File: src/rtl/dma_pkg.sv
/*
 * Shared address map, sizes and DMA step encoding
 * for the OAM DMA subsystem
 */
package dma_pkg;

    // Bus widths
    localparam int ADDR_W = 16;
    localparam int DATA_W = 8;

    // DMA source page register
    localparam logic [ADDR_W-1:0] DMA_REG_ADDR = 16'hFF46;

    // Copy destination high byte, OAM lives at FE00-FE9F
    localparam logic [DATA_W-1:0] OAM_PAGE = 8'hFE;

    // Bytes per copy, last index 9F
    localparam int OAM_LEN = 160;

    // High-RAM window, still reachable by the CPU during a copy
    localparam logic [ADDR_W-1:0] HRAM_BASE = 16'hFF80;
    localparam logic [ADDR_W-1:0] HRAM_LAST = 16'hFFFE;

    // Memory sizes in bytes
    localparam int HRAM_DEPTH = 128;
    localparam int MAIN_DEPTH = 65536;

    // Read value for a CPU access blocked by a copy
    localparam logic [DATA_W-1:0] BLOCKED_DATA = 8'hFF;

    // DMA engine sequence, four cycles per byte
    typedef enum logic [2:0] {
        IDLE,
        RD_ADDR,
        RD_WAIT,
        WR_DATA,
        WR_WAIT
    } dma_step_t;

endpackage

File: src/rtl/mem_bus_if.sv
/*
 * Byte memory bus with master and slave modports
 */
`timescale 1ns/1ps

interface mem_bus_if import dma_pkg::*; ();

    // Single-cycle strobes
    logic              rd;
    logic              wr;
    logic [ADDR_W-1:0] addr;
    logic [DATA_W-1:0] wdata;
    // Valid the cycle after rd
    logic [DATA_W-1:0] rdata;

    modport master (
        output rd,
        output wr,
        output addr,
        output wdata,
        input  rdata
    );

    modport slave (
        input  rd,
        input  wr,
        input  addr,
        input  wdata,
        output rdata
    );

endinterface

File: src/rtl/apb_cpu_port.sv
/*
 * APB slave for the CPU side, maps transfers onto the memory bus
 * and decodes the DMA register
 */
`timescale 1ns/1ps

module apb_cpu_port import dma_pkg::*; (
    input  logic              clk,
    input  logic              rst,
    input  logic [ADDR_W-1:0] paddr,
    input  logic              psel,
    input  logic              penable,
    input  logic              pwrite,
    input  logic [DATA_W-1:0] pwdata,
    output logic [DATA_W-1:0] prdata,
    output logic              pready,
    output logic              dma_reg_wr,
    output logic [DATA_W-1:0] dma_reg_data,
    input  logic [DATA_W-1:0] dma_page,
    mem_bus_if.master         bus
);

    logic is_dma_reg;
    logic access;
    logic first_access;
    logic mem_rd;
    logic mem_wr;
    // Set during the inserted wait state of a memory read
    logic wait_q;

    assign is_dma_reg = (paddr == DMA_REG_ADDR);

    // Access phase, split into first cycle and wait cycle
    assign access       = psel & penable;
    assign first_access = access & ~wait_q;

    // One strobe per transfer, register accesses stay off the bus
    assign mem_rd = first_access & ~pwrite & ~is_dma_reg;
    assign mem_wr = first_access & pwrite & ~is_dma_reg;

    // Page register write pulse
    assign dma_reg_wr   = first_access & pwrite & is_dma_reg;
    assign dma_reg_data = pwdata;

    // Writes and register reads finish at once
    // Memory reads finish in the wait cycle
    assign pready = (first_access & (pwrite | is_dma_reg)) | (access & wait_q);

    // Register readback or memory data, paddr held through the transfer
    assign prdata = is_dma_reg ? dma_page : bus.rdata;

    assign bus.rd    = mem_rd;
    assign bus.wr    = mem_wr;
    assign bus.addr  = paddr;
    assign bus.wdata = pwdata;

    // Wait flag follows the read strobe by one cycle
    always_ff @(posedge clk or posedge rst) begin
        if (rst) begin
            wait_q <= 1'b0;
        end else begin
            wait_q <= mem_rd;
        end
    end

endmodule

File: src/flat_wrapper.sv
// flat-port wrapper written by rule: the top's interface ports become plain ports
module apb_cpu_port_flat import dma_pkg::*;
  (clk, rst, paddr, psel, penable, pwrite, pwdata, prdata, pready, dma_reg_wr, dma_reg_data, dma_page, bus_rd, bus_wr, bus_addr, bus_wdata, bus_rdata);
  mem_bus_if bus_i ();
  input  logic clk;
  input  logic rst;
  input  logic [ADDR_W-1:0] paddr;
  input  logic psel;
  input  logic penable;
  input  logic pwrite;
  input  logic [DATA_W-1:0] pwdata;
  output logic [DATA_W-1:0] prdata;
  output logic pready;
  output logic dma_reg_wr;
  output logic [DATA_W-1:0] dma_reg_data;
  input  logic [DATA_W-1:0] dma_page;
  output wire logic [$bits(bus_i.rd)-1:0] bus_rd;
  output wire logic [$bits(bus_i.wr)-1:0] bus_wr;
  output wire logic [$bits(bus_i.addr)-1:0] bus_addr;
  output wire logic [$bits(bus_i.wdata)-1:0] bus_wdata;
  input wire logic [$bits(bus_i.rdata)-1:0] bus_rdata;
  assign bus_rd = bus_i.rd;
  assign bus_wr = bus_i.wr;
  assign bus_addr = bus_i.addr;
  assign bus_wdata = bus_i.wdata;
  assign bus_i.rdata = bus_rdata;
  apb_cpu_port u_core (.clk(clk), .rst(rst), .paddr(paddr), .psel(psel), .penable(penable), .pwrite(pwrite), .pwdata(pwdata), .prdata(prdata), .pready(pready), .dma_reg_wr(dma_reg_wr), .dma_reg_data(dma_reg_data), .dma_page(dma_page), .bus(bus_i));
endmodule
File: config.mk
export PLATFORM = sky130hd
export DESIGN_NAME = apb_cpu_port_flat
export DESIGN_NICKNAME = d
export VERILOG_FILES = /design/src/rtl/dma_pkg.sv /design/src/rtl/mem_bus_if.sv /design/src/rtl/apb_cpu_port.sv /design/src/flat_wrapper.sv
export SDC_FILE = /design/constraint.sdc
export NUM_CORES = 1
export LEC_CHECK = 0
export CAP_MARGIN = 10
export CORE_MARGIN = 2
export CORE_UTILIZATION = 30
export DETAILED_ROUTE_END_ITERATION = 10
export DONT_BUFFER_PORTS = 1
export PLACE_DENSITY_LB_ADDON = 0.2
export SLEW_MARGIN = 0
export SYNTH_ARGS = -nofsm -noshare
export SYNTH_HDL_FRONTEND = slang
export SYNTH_SLANG_ARGS = --single-unit
File: constraint.sdc
create_clock -name clk -period 1.6 [get_ports clk]
set_input_delay 0.16 -clock clk [delete_from_list [all_inputs] [get_ports clk]]
set_output_delay 0.16 -clock clk [all_outputs]
set_load 0.005 [all_outputs]
Word level (Yosys, flattened, before mapping)
Index checks and enable logic that the tools add are counted.

word-level totals
  bits of input ports = 45
  flip-flop bits (word level) = 1
  word-level logic and storage cells = 17

operators by class
  multiplexer cells = 1
  bitwise gates (word level) = 14
  eq/ne operators = 1

operator list
  cell                  count
  $eq 16x16->1 const B  1
  $and 1x1->1           9
  $mux 8                1
  $not 1->1             3
  $or 1x1->1            2

Logic depth before layout (Yosys ltp)
Gate-level depths: netlist of run 1.

  word-level depth = 4
  depth in mapped cells = 4

Worst setup path before layout of run 1
OpenSTA, ideal clock, no wires.

  kind = input-to-output
  from = input port paddr[5]
  to = output port prdata[1]
  buffers on the path = 1
  stages = 4
  path slack = -0.072 ns
  arrival = 1.512 ns
  path through = or4b_4 > nor4_4 > buf_6 > mux2_4

on the way
  longest elaborated chain between the ends = 2

ends and longest elaborated chain
  what          line                RTL
  from (decl)   flat_wrapper.sv:7   input logic [ADDR_W-1:0] paddr;
  $eq 16x16->1  apb_cpu_port.sv:31  assign is_dma_reg = (paddr == DMA_REG_ADDR);
  $mux 8        apb_cpu_port.sv:50  assign prdata = is_dma_reg ? dma_page : bus.rdata;
  to (decl)     flat_wrapper.sv:12  output logic [DATA_W-1:0] prdata;

Every way passes these cells.

Worst setup path in the final report of run 1
  from = input port paddr[5]
  to = output port prdata[0]

The elaborated chain is that of the path after synthesis.

==> results.txt, run 1 <==
Synth Register Bits - 1
Crit-path cells - or4b_4, nor4_4, buf_12, mux2_2
Max reg flops - 1
Layout Skew - 0 ns
DRT antenna net count - 0
RSZ-0062 raised after global routing - true
Share of layout cells above drive strength 1 - 56.00%
Crit path DAT - 1.41 ns
CP delay by family, top - simple AND/OR/NAND/NOR gates
Largest Register - u_core.wait_q
CP Buf/Inv Count - 1
Main synth FF type - dfrtp_1
Final Max Tran Viols - 0
Ports - 89
Max VDD drop - 0.05436 mV
Nets - 72
Crit share post-route - 98.30%
Pint - 46.26 uW
Maxcap violations - 0
Min Tclk post-route - 1.573 ns
Post-synth ARST share - 100.0%
Syn nets - 100
Top-area cell type share of the netlist area - 48.36%
Clk pin slew, worst setup/hold paths - 0 ns
CP Class - in2out
Area leader, netlist - buf_4
Post-DP Area - 292.8 sq um
Flip-flop and latch area - 25.02 sq um
EDFF count, synth - 0
GPL Wtd Cong - 0.5577
Final hold viol count - 0
Ant diodes - 0
Routed vias - 239
Top-count cell post-synth - buf_4
Seq pwr share - 47.2%
Required @ worst endpoint - 1.44 ns
Synth cell count leaders - buf_4, mux2_4, inv_1, mux2_2, nand4_1
Placed insts - 40
Multi-input gate area in the final layout - 212.7 sq um
Top post-synthesis cells by area - buf_4, mux2_4, dfrtp_1, mux2_2, nor4_4
Mapped Cells - 55
Die width - 44.69 um
P per Cell Area - 191.4 nW/um^2
Outcome - completed
1st-iter DRT viols - 0
Nature of the critical path endpoint - output pin
Post-synthesis compound-gate area fraction - 2.267%
Post-layout util - 19.87%
DPL Wire Length - 741.1 um
Largest family of logic cells by synthesized area - buffers and inverters
Initial antenna violation count - 0
CTS resizes - 0
R2r startpoint - u_core.wait_q
Max transition margin - 69.04%
Adder-cell share of the synthesized area - 0%
Post-Route WL - 791 um
Simple-Gate Fraction of Synth Area - 17.88%
IO Port Bufs - 0
Clock share of power - 0%
Sequential share of the synthesized area - 5.038%
Total net switching power - 11.71 uW
Grt ovf - 0
Synth Area per Inst - 9.031 sq um
Netlist Area Pre-Place - 496.7 sq um
GRT Total Usage - 5.873%
Crit start category - input pin
# rows - 14
Sw frac - 20.19%
Initial Utilization - 32.59%
Fill cells - 164
Worst Tran Pin Value - 0.4601 ns
Hold Startpoint - pwrite
Die height - 44.69 um
Combinational share of power - 52.8%
Largest net degree at the start of global routing - 10
Die area - 1997 sq um
Final setup viols - 0
Mux contribution to synthesized area - 22.67%
Critical Path Source - paddr[5]
Critical Path Slowest Stage Cell - or4b_4
Final instance area - 302.8 sq um
P&R area growth vs syn - -39.04%
Vias per std cell - 5.829
Total power - 57.97 uW
Postcts setup bufs - 0
Global-route wire length before repair - 945 um
Layout Cells excl Fill - 41
Biggest regs - u_core.wait_q: 1 flops
Leak Pwr - 0.0001311 uW
Yosys warnings - 0
Highest clock rate - 635.8 MHz
Vias in the first global route - 226
Fin Setup TNS - 0 ns
Synth Area in XOR/XNOR - 0%
DR pass1 iterations - 1
Netlist cell types - 16
Core ar. - 1524 sq um
Remaining DRCs - 0
Maximum net fanout on the critical path - 9
Min-Delay Path Class - in2reg
Drt wl/cell - 19.29 um
Clk Latency, worst-skew pair - 0 ns
Slowest stage delay, CP - 0.53 ns
[logic make-up after synthesis]
| kind of cell | Yosys count |
|---|---|
| buf+inv | 35 |
| simple gates | 10 |
| mux | 8 |
| compound gates | 1 |
| flops | 1 |
[path summary, 6_finish.rpt]
| path | slack, ns | endpoint | depth (start not counted) |
|---|---|---|---|
| min in group asynchronous | 0.45 | u_core.wait_q | 2 |
| min reg2reg | 0.47 | u_core.wait_q | 1 |
| max reg2reg | 0.63 | u_core.wait_q | 1 |
| max in group asynchronous | 1.06 | u_core.wait_q | 2 |
| min | 0.27 | u_core.wait_q | 1 |
| max | 0.03 | prdata[0] | 4 |
[stage by stage]
stage / hold slack [ns] / worst slack, ns
CTS: 0.2731 / 0.006168
finish: 0.2688 / 0.02714
detailed placement: -0.1066 / 0.006168
floorplan: -0.1113 / 0.04622
global route: 0.2789 / -0.02090
global placement: -0.1094 / 0.02302
[cells in the final DEF (no fill, tap or decap), drive strengths merged]
master and n:
and2 1, buf 2, dfrtp 1, dlygate4sd3 1, inv 2, mux2 8
nand2 1, nand4 2, nand4b 1, nand4bb 1, nor2 1, nor4 2
o311a 1, or4b 1
[power groups by stage]
stage	registers, uW	clock network (uW)	logic, uW
floorplan	27.2	0	91.0
global placement	27.3	0	29.5
detailed placement	27.4	0	29.8
CTS	27.4	0	31.8
global route	27.5	0	33.5
finish	27.4	0	30.6
[per-layer routing]
metal / share of wire (%) / GRT usage [%] / wire length (um)
met1: 20 / 4.831 / 162
met2: 49 / 11.01 / 390
met3: 30 / 4.000 / 238
met4: 0 / 1.818 / 0
met5: 0 / 0 / 0
[what timing repair did]
item	4_1_cts	5_1_grt
hold endpoints to repair	1	0
endpoints found under the setup margin	0	2
hold buffers	1	0
[area by class of cell]
class                           instances  share of cell area, %
Tap cell                               16                  6.612
Inverter                                2                  2.479
Multi-Input combinational cell         19                  70.25
Timing Repair Buffer                    3                  12.40
Sequential cell                         1                  8.264
No activity file was read; power rests on OpenSTA's default activity.
==> run 2: changes to the inputs <==
Settings changed: SETUP_SLACK_MARGIN from default to 0.2.
==> run 2 against run 1 <==
Compared with the run above: critical path depth unchanged; first-iteration DRC count unchanged; sequential cell count unchanged; total power unchanged; wire length unchanged; highest routed layer unchanged; setup slack did not move; cell area stayed put; sequential share of layout area unchanged; register-to-register slack about the same; die area did not move.
==> results.txt, run 2 (synthesized netlist as in run 1, its figures left out) <==
Clock share of power - 0% (unchanged)
Nets - 72 (unchanged)
Cells on worst reg2reg path - 1 (unchanged)
Hold Slack - 0.2688 ns (unchanged)
Outcome - completed
Crit share post-route - 98.30% (unchanged)
Clk Latency, worst-skew pair - 0 ns (unchanged)
Total net switching power - 11.71 uW (unchanged)
IO Port Bufs - 0 (unchanged)
Remaining DRCs - 0 (unchanged)
Ant diodes - 0 (unchanged)
Initial Utilization - 32.59% (unchanged)
Required @ worst endpoint - 1.44 ns (about the same)
CTS resizes - 0 (unchanged)
Critical Path Slowest Stage Cell - or4b_4
Drt wl/cell - 19.29 um (unchanged)
Crit-path cells - or4b_4, nor4_4, buf_12, mux2_2
Max reg flops - 1 (unchanged)
Post-Route WL - 791 um (unchanged)
Sw frac - 20.19% (unchanged)
Worst hold path depth - 1 (unchanged)
DRT antenna net count - 0 (unchanged)
Vias in the first global route - 226 (unchanged)
Clk pin slew, worst setup/hold paths - 0 ns (unchanged)
Global-route wire length before repair - 945 um (unchanged)
Grt ovf - 0 (unchanged)
Leak Pwr - 0.0001311 uW (unchanged)
Combinational share of power - 52.8% (about the same)
Layout Skew - 0 ns (unchanged)
Crit path DAT - 1.41 ns (about the same)
R2r startpoint - u_core.wait_q
Min Tclk post-route - 1.573 ns (unchanged)
Nature of the critical path endpoint - output pin
P per Cell Area - 191.4 nW/um^2 (unchanged)
Highest clock rate - 635.8 MHz (unchanged)
GPL Wtd Cong - 0.5577 (unchanged)
Seq pwr share - 47.2% (about the same)
DR pass1 iterations - 1 (unchanged)
Pint - 46.26 uW (unchanged)
P&R area growth vs syn - -39.04% (unchanged)
Die height - 44.69 um (unchanged)
Die area - 1997 sq um (unchanged)
Most common cell after layout, fill and taps aside - mux2_4
Core ar. - 1524 sq um (unchanged)
Crit start category - input pin
1st-iter DRT viols - 0 (unchanged)
# rows - 14 (unchanged)
Postcts setup bufs - 0 (unchanged)
Maximum net fanout on the critical path - 9 (unchanged)
Die width - 44.69 um (unchanged)
Largest net degree at the start of global routing - 10 (unchanged)
Worst R2R Setup Slack - 0.63 ns (about the same)
Vias per std cell - 5.829 (unchanged)
Slowest stage delay, CP - 0.53 ns (about the same)
End of the worst hold path - u_core.wait_q
Hold Startpoint - pwrite
Final Max Tran Viols - 0 (unchanged)
Max transition margin - 69.04% (unchanged)
Maxcap violations - 0 (unchanged)
Setup WS post-layout - 0.02714 ns (unchanged)
Largest Register - u_core.wait_q
Pre-CTS setup slack - 0.006168 ns (unchanged)
RSZ-0062 raised after global routing - true
Min-Delay Path Class - in2reg
Share of layout cells above drive strength 1 - 56.00% (unchanged)
Final hold viol count - 0 (unchanged)
Routed vias - 239 (unchanged)
Ports - 89 (unchanged)
DPL Wire Length - 741.1 um (unchanged)
Max VDD drop - 0.05436 mV (unchanged)
Final setup viols - 0 (unchanged)
GRT Total Usage - 5.873% (unchanged)
FF-to-FF End - u_core.wait_q
Biggest regs - u_core.wait_q: 1 flops
Most frequent cells in the layout - mux2_4, nand4_1, mux2_2, inv_1
Worst Tran Pin Value - 0.4601 ns (unchanged)
Initial antenna violation count - 0 (unchanged)
CP Class - in2out
-- run 2: cell counts in the layout (fill, tap and decap cells not counted) --
No cell type changed its count.
-- run 2: per-layer routing --
metal,global-route usage [%],routed length (um),vias to the layer above,part of all wire (%)
met5,0,0,-,0
met4,1.818,0,0,0
met3,4.000,238,0,30
met2,11.01,390,39,49
met1,4.831,162,104,20
li1,-,-,96,-
-- run 2: power by group through the flow --
stage / Combinational [uW] / Sequential (uW) / Clock [uW]
finish: 30.6 / 27.4 / 0
global route: 33.5 / 27.5 / 0
CTS: 31.8 / 27.4 / 0
detailed placement: 29.8 / 27.4 / 0
global placement: 29.5 / 27.3 / 0
floorplan: 91.0 / 27.2 / 0
-- run 2: final cells by class --
type                            instances  area [sq um]
Multi-Input combinational cell         19         212.7
Timing Repair Buffer                    3         37.54
Fill cell                             164          1221
Inverter                                2         7.507
Tap cell                               16         20.02
Sequential cell                         1         25.02
-- run 2: worst max-delay path by stage --
stage	from	end	slack (ns)
2_1_floorplan	paddr[5]	prdata[1]	0.05
3_3_place_gp	paddr[5]	prdata[7]	0.02
3_5_place_dp	paddr[5]	prdata[0]	0.006
4_1_cts	paddr[5]	prdata[0]	0.006
5_1_grt	paddr[5]	prdata[0]	-0.02
6_report	paddr[5]	prdata[0]	0.03
-- run 2: repair_timing --
action	4_1_cts	5_1_grt
endpoints found under the hold margin	1	0
setup endpoints to repair	12	13
hold buffers	1	0
-- run 2: critical path, delay by kind of cell --
kind	cells	cell delay [ns]
simple gates	2	0.72
mux	1	0.35
buf+inv	1	0.17
-- run 2: through the flow --
step / instance area [sq um] / power, uW / TNS, ns / util, % / cells
finish: 302.8 / 57.97 / 0 / 19.87 / 41
global route: 302.8 / 61.03 / -0.03980 / 19.87 / 41
CTS: 302.8 / 59.13 / 0 / 19.87 / 41
detailed placement: 292.8 / 57.13 / 0 / 19.21 / 40
global placement: 292.8 / 56.88 / 0 / 19.21 / 40
floorplan: 496.7 / 118.3 / 0 / - / 55
==> run 3: changes to the inputs <==
Settings changed: ABC_AREA from default to 1, CORE_ASPECT_RATIO from default to 0.7.
==> run 3 against run 2 <==
Compared with the run above: core utilization increased by 1.9 points; highest routed layer unchanged; critical path type unchanged; via count increased by 71%; maximum frequency increased by 63%; synthesized area increased by 24%; die area increased by 22%; wire length increased by 31%.
==> results.txt, run 3 <==
Clock share of power - 0% (unchanged)
Post-DP Area - 401.6 sq um (+37%)
Yosys warnings - 0 (unchanged)
Crit share post-route - 60.13% (-38 points)
Final Max Tran Viols - 0 (unchanged)
End of the worst hold path - bus_wdata[5]
Final hold viol count - 0 (unchanged)
P per Cell Area - 172.3 nW/um^2 (-10%)
Slowest stage delay, CP - 0.18 ns (-0.35 ns)
Post-synth ARST share - 100.0% (unchanged)
Max transition margin - 88.23% (+19 points)
Most common cell after layout, fill and taps aside - nand2_1
DR pass1 iterations - 2 (+1)
Pint - 44.27 uW (-4.3%)
Largest net degree at the start of global routing - 10 (unchanged)
Post-layout util - 21.82% (+1.9 points)
Layout Skew - 0 ns (unchanged)
EDFF count, synth - 0 (unchanged)
Initial Utilization - 32.56% (-0.035 points)
Drt wl/cell - 11.29 um (-41%)
Postcts setup bufs - 0 (unchanged)
Initial antenna violation count - 0 (unchanged)
Grt ovf - 0 (unchanged)
Crit-path cells - inv_1, nor2_2, nand2_2, nor2_8, nand2_4, nand2_1, nand2_1
GPL Wtd Cong - 0.6567 (+18%)
Die height - 41.86 um (-6.3%)
Routed vias - 409 (+71%)
Nature of the critical path endpoint - output pin
RSZ-0062 raised after global routing - false
Outcome - completed
GRT Total Usage - 7.687% (+1.8 points)
Die area - 2431 sq um (+22%)
Combinational share of power - 61.7% (+8.9 points)
Crit path DAT - 0.80 ns (-0.61 ns)
DPL Wire Length - 955.2 um (+29%)
CP Class - in2out
P&R area growth vs syn - -32.99%
FF-to-FF End - u_core.wait_q
Biggest regs - u_core.wait_q: 1 flops
Min-Delay Path Class - in2out
Synth cell count leaders - buf_4, nand2_1, inv_1, nor2_1, nand3_1
CP dominant cell by count - nand2_1
Cells on worst reg2reg path - 3 (+2)
Vias per std cell - 4.446 (-24%)
Maxcap violations - 0 (unchanged)
Share of layout cells above drive strength 1 - 15.71% (-40 points)
Clk Latency, worst-skew pair - 0 ns (unchanged)
Required @ worst endpoint - 1.44 ns (about the same)
Area leader, netlist - buf_4
Max reg flops - 1 (unchanged)
Post-Route WL - 1039 um (+31%)
Highest clock rate - 1039 MHz (+63%)
R2r startpoint - u_core.wait_q
CP delay by family, top - simple AND/OR/NAND/NOR gates
Nets - 117 (+63%)
DRT antenna net count - 0 (unchanged)
Ports - 89 (unchanged)
Core ar. - 1887 sq um (+24%)
Maximum net fanout on the critical path - 9 (unchanged)
Seq pwr share - 38.3% (-8.9 points)
Sw frac - 37.58% (+17 points)
Synth Area per Inst - 6.083 sq um (-33%)
Remaining DRCs - 0 (unchanged)
Die width - 58.09 um (+30%)
Most frequent cells in the layout - nand2_1, inv_1, nor2_1
IO Port Bufs - 0 (unchanged)
# rows - 13 (-1)
Sequential share of the synthesized area - 4.073% (-0.96 points)
Ant diodes - 0 (unchanged)
Leak Pwr - 0.0002735 uW (+110%)
Layout Cells excl Fill - 92 (+120%)
Worst Tran Pin Value - 0.1759 ns (-0.2842 ns)
Hold Slack - 0.3200 ns (+0.05125 ns)
Top post-synthesis cells by area - buf_4, nand2_1, nand3_1, nor2_8, inv_1
Global-route wire length before repair - 1607 um (+70%)
Max VDD drop - 0.1503 mV (+180%)
Worst R2R Setup Slack - 0.80 ns (+0.17 ns)
CP Buf/Inv Count - 1 (unchanged)
Main synth FF type - dfrtp_1
Final setup viols - 0 (unchanged)
Worst hold path depth - 0 (-1)
Top-area cell type share of the netlist area - 39.10% (-9.3 points)
Fin Setup TNS - 0 ns (unchanged)
Vias in the first global route - 387 (+71%)
Crit start category - input pin
Syn nets - 146 (+46%)
Critical Path Slowest Stage Cell - nor2_8
Synth Register Bits - 1 (unchanged)
Netlist cell types - 13 (-3)
Hold Startpoint - pwdata[5]
Top-count cell post-synth - buf_4
1st-iter DRT viols - 5 (+5)
Placed insts - 91 (+130%)
Min Tclk post-route - 0.9620 ns (-0.6108 ns)
Netlist Area Pre-Place - 614.3 sq um (+24%)
Final instance area - 411.6 sq um (+36%)
Largest Register - u_core.wait_q
Total net switching power - 26.66 uW (+130%)
Mapped Cells - 101 (+84%)
==> run 3: cell count changes in the layout (fill, tap and decap cells not counted), sizes merged, moves of 2 or more <==
cell / delta
nand3: +8
nor2: +14
buf: -2
nor4: -2
a21oi: +2
inv: +7
nand2: +31
mux2: -8
==> run 3: cells by family after synthesis <==
group	Yosys count	synth area share, %
and+or+nand+nor	57	49.69
AOI/OAI and AO/OA	2	1.629
DFF	1	4.073
buffers and inverters	41	44.60
==> run 3: layout make-up <==
cell class              instances  area, sq um
fillers                       236         1475
inverters                       9        33.78
multi-input cells              59        315.3
flip-flops and latches          1        25.02
well taps                      22        27.53
repair buffers                  1        10.01
==> run 3: how the worst max path moves through the flow <==
stage,startpoint,endpoint,slack (ns),cells past startpoint
floorplan,paddr[5],prdata[0],0.70,6
global placement,paddr[5],prdata[6],0.64,6
detailed placement,paddr[6],prdata[6],0.64,7
CTS,paddr[6],prdata[6],0.63,7
global route,paddr[5],prdata[3],0.55,6
finish,paddr[6],prdata[6],0.64,7
==> run 3: routing by layer <==
| layer | track usage (%) | up-vias | share of wire (%) |
|---|---|---|---|
| li1 | - | 214 | - |
| met1 | 9.392 | 168 | 38 |
| met2 | 14.09 | 27 | 53 |
| met3 | 0.9346 | 0 | 9.0 |
| met4 | 1.860 | 0 | 0 |
| met5 | 0 | - | 0 |
==> run 3: power by group through the flow <==
stage	registers (uW)	logic, uW	clock network [uW]
2_1_floorplan	27.1	102	0
3_3_place_gp	27.2	42.7	0
3_5_place_dp	27.2	42.7	0
4_1_cts	27.2	44.7	0
5_1_grt	27.3	50.8	0
6_report	27.2	43.8	0
==> run 3: per-stage QoR <==
stage          worst slack, ns  power [uW]
6_report                0.6380       70.93
4_1_cts                 0.6331       71.83
5_1_grt                 0.5498       78.15
3_5_place_dp            0.6354       69.83
3_3_place_gp            0.6438       69.91
2_1_floorplan           0.7041       129.3
==> run 3: what timing repair did <==
action | CTS | global route
hold buffers | 1 | 0
endpoints found under the hold margin | 1 | 0
gates resized for setup | 0 | 0
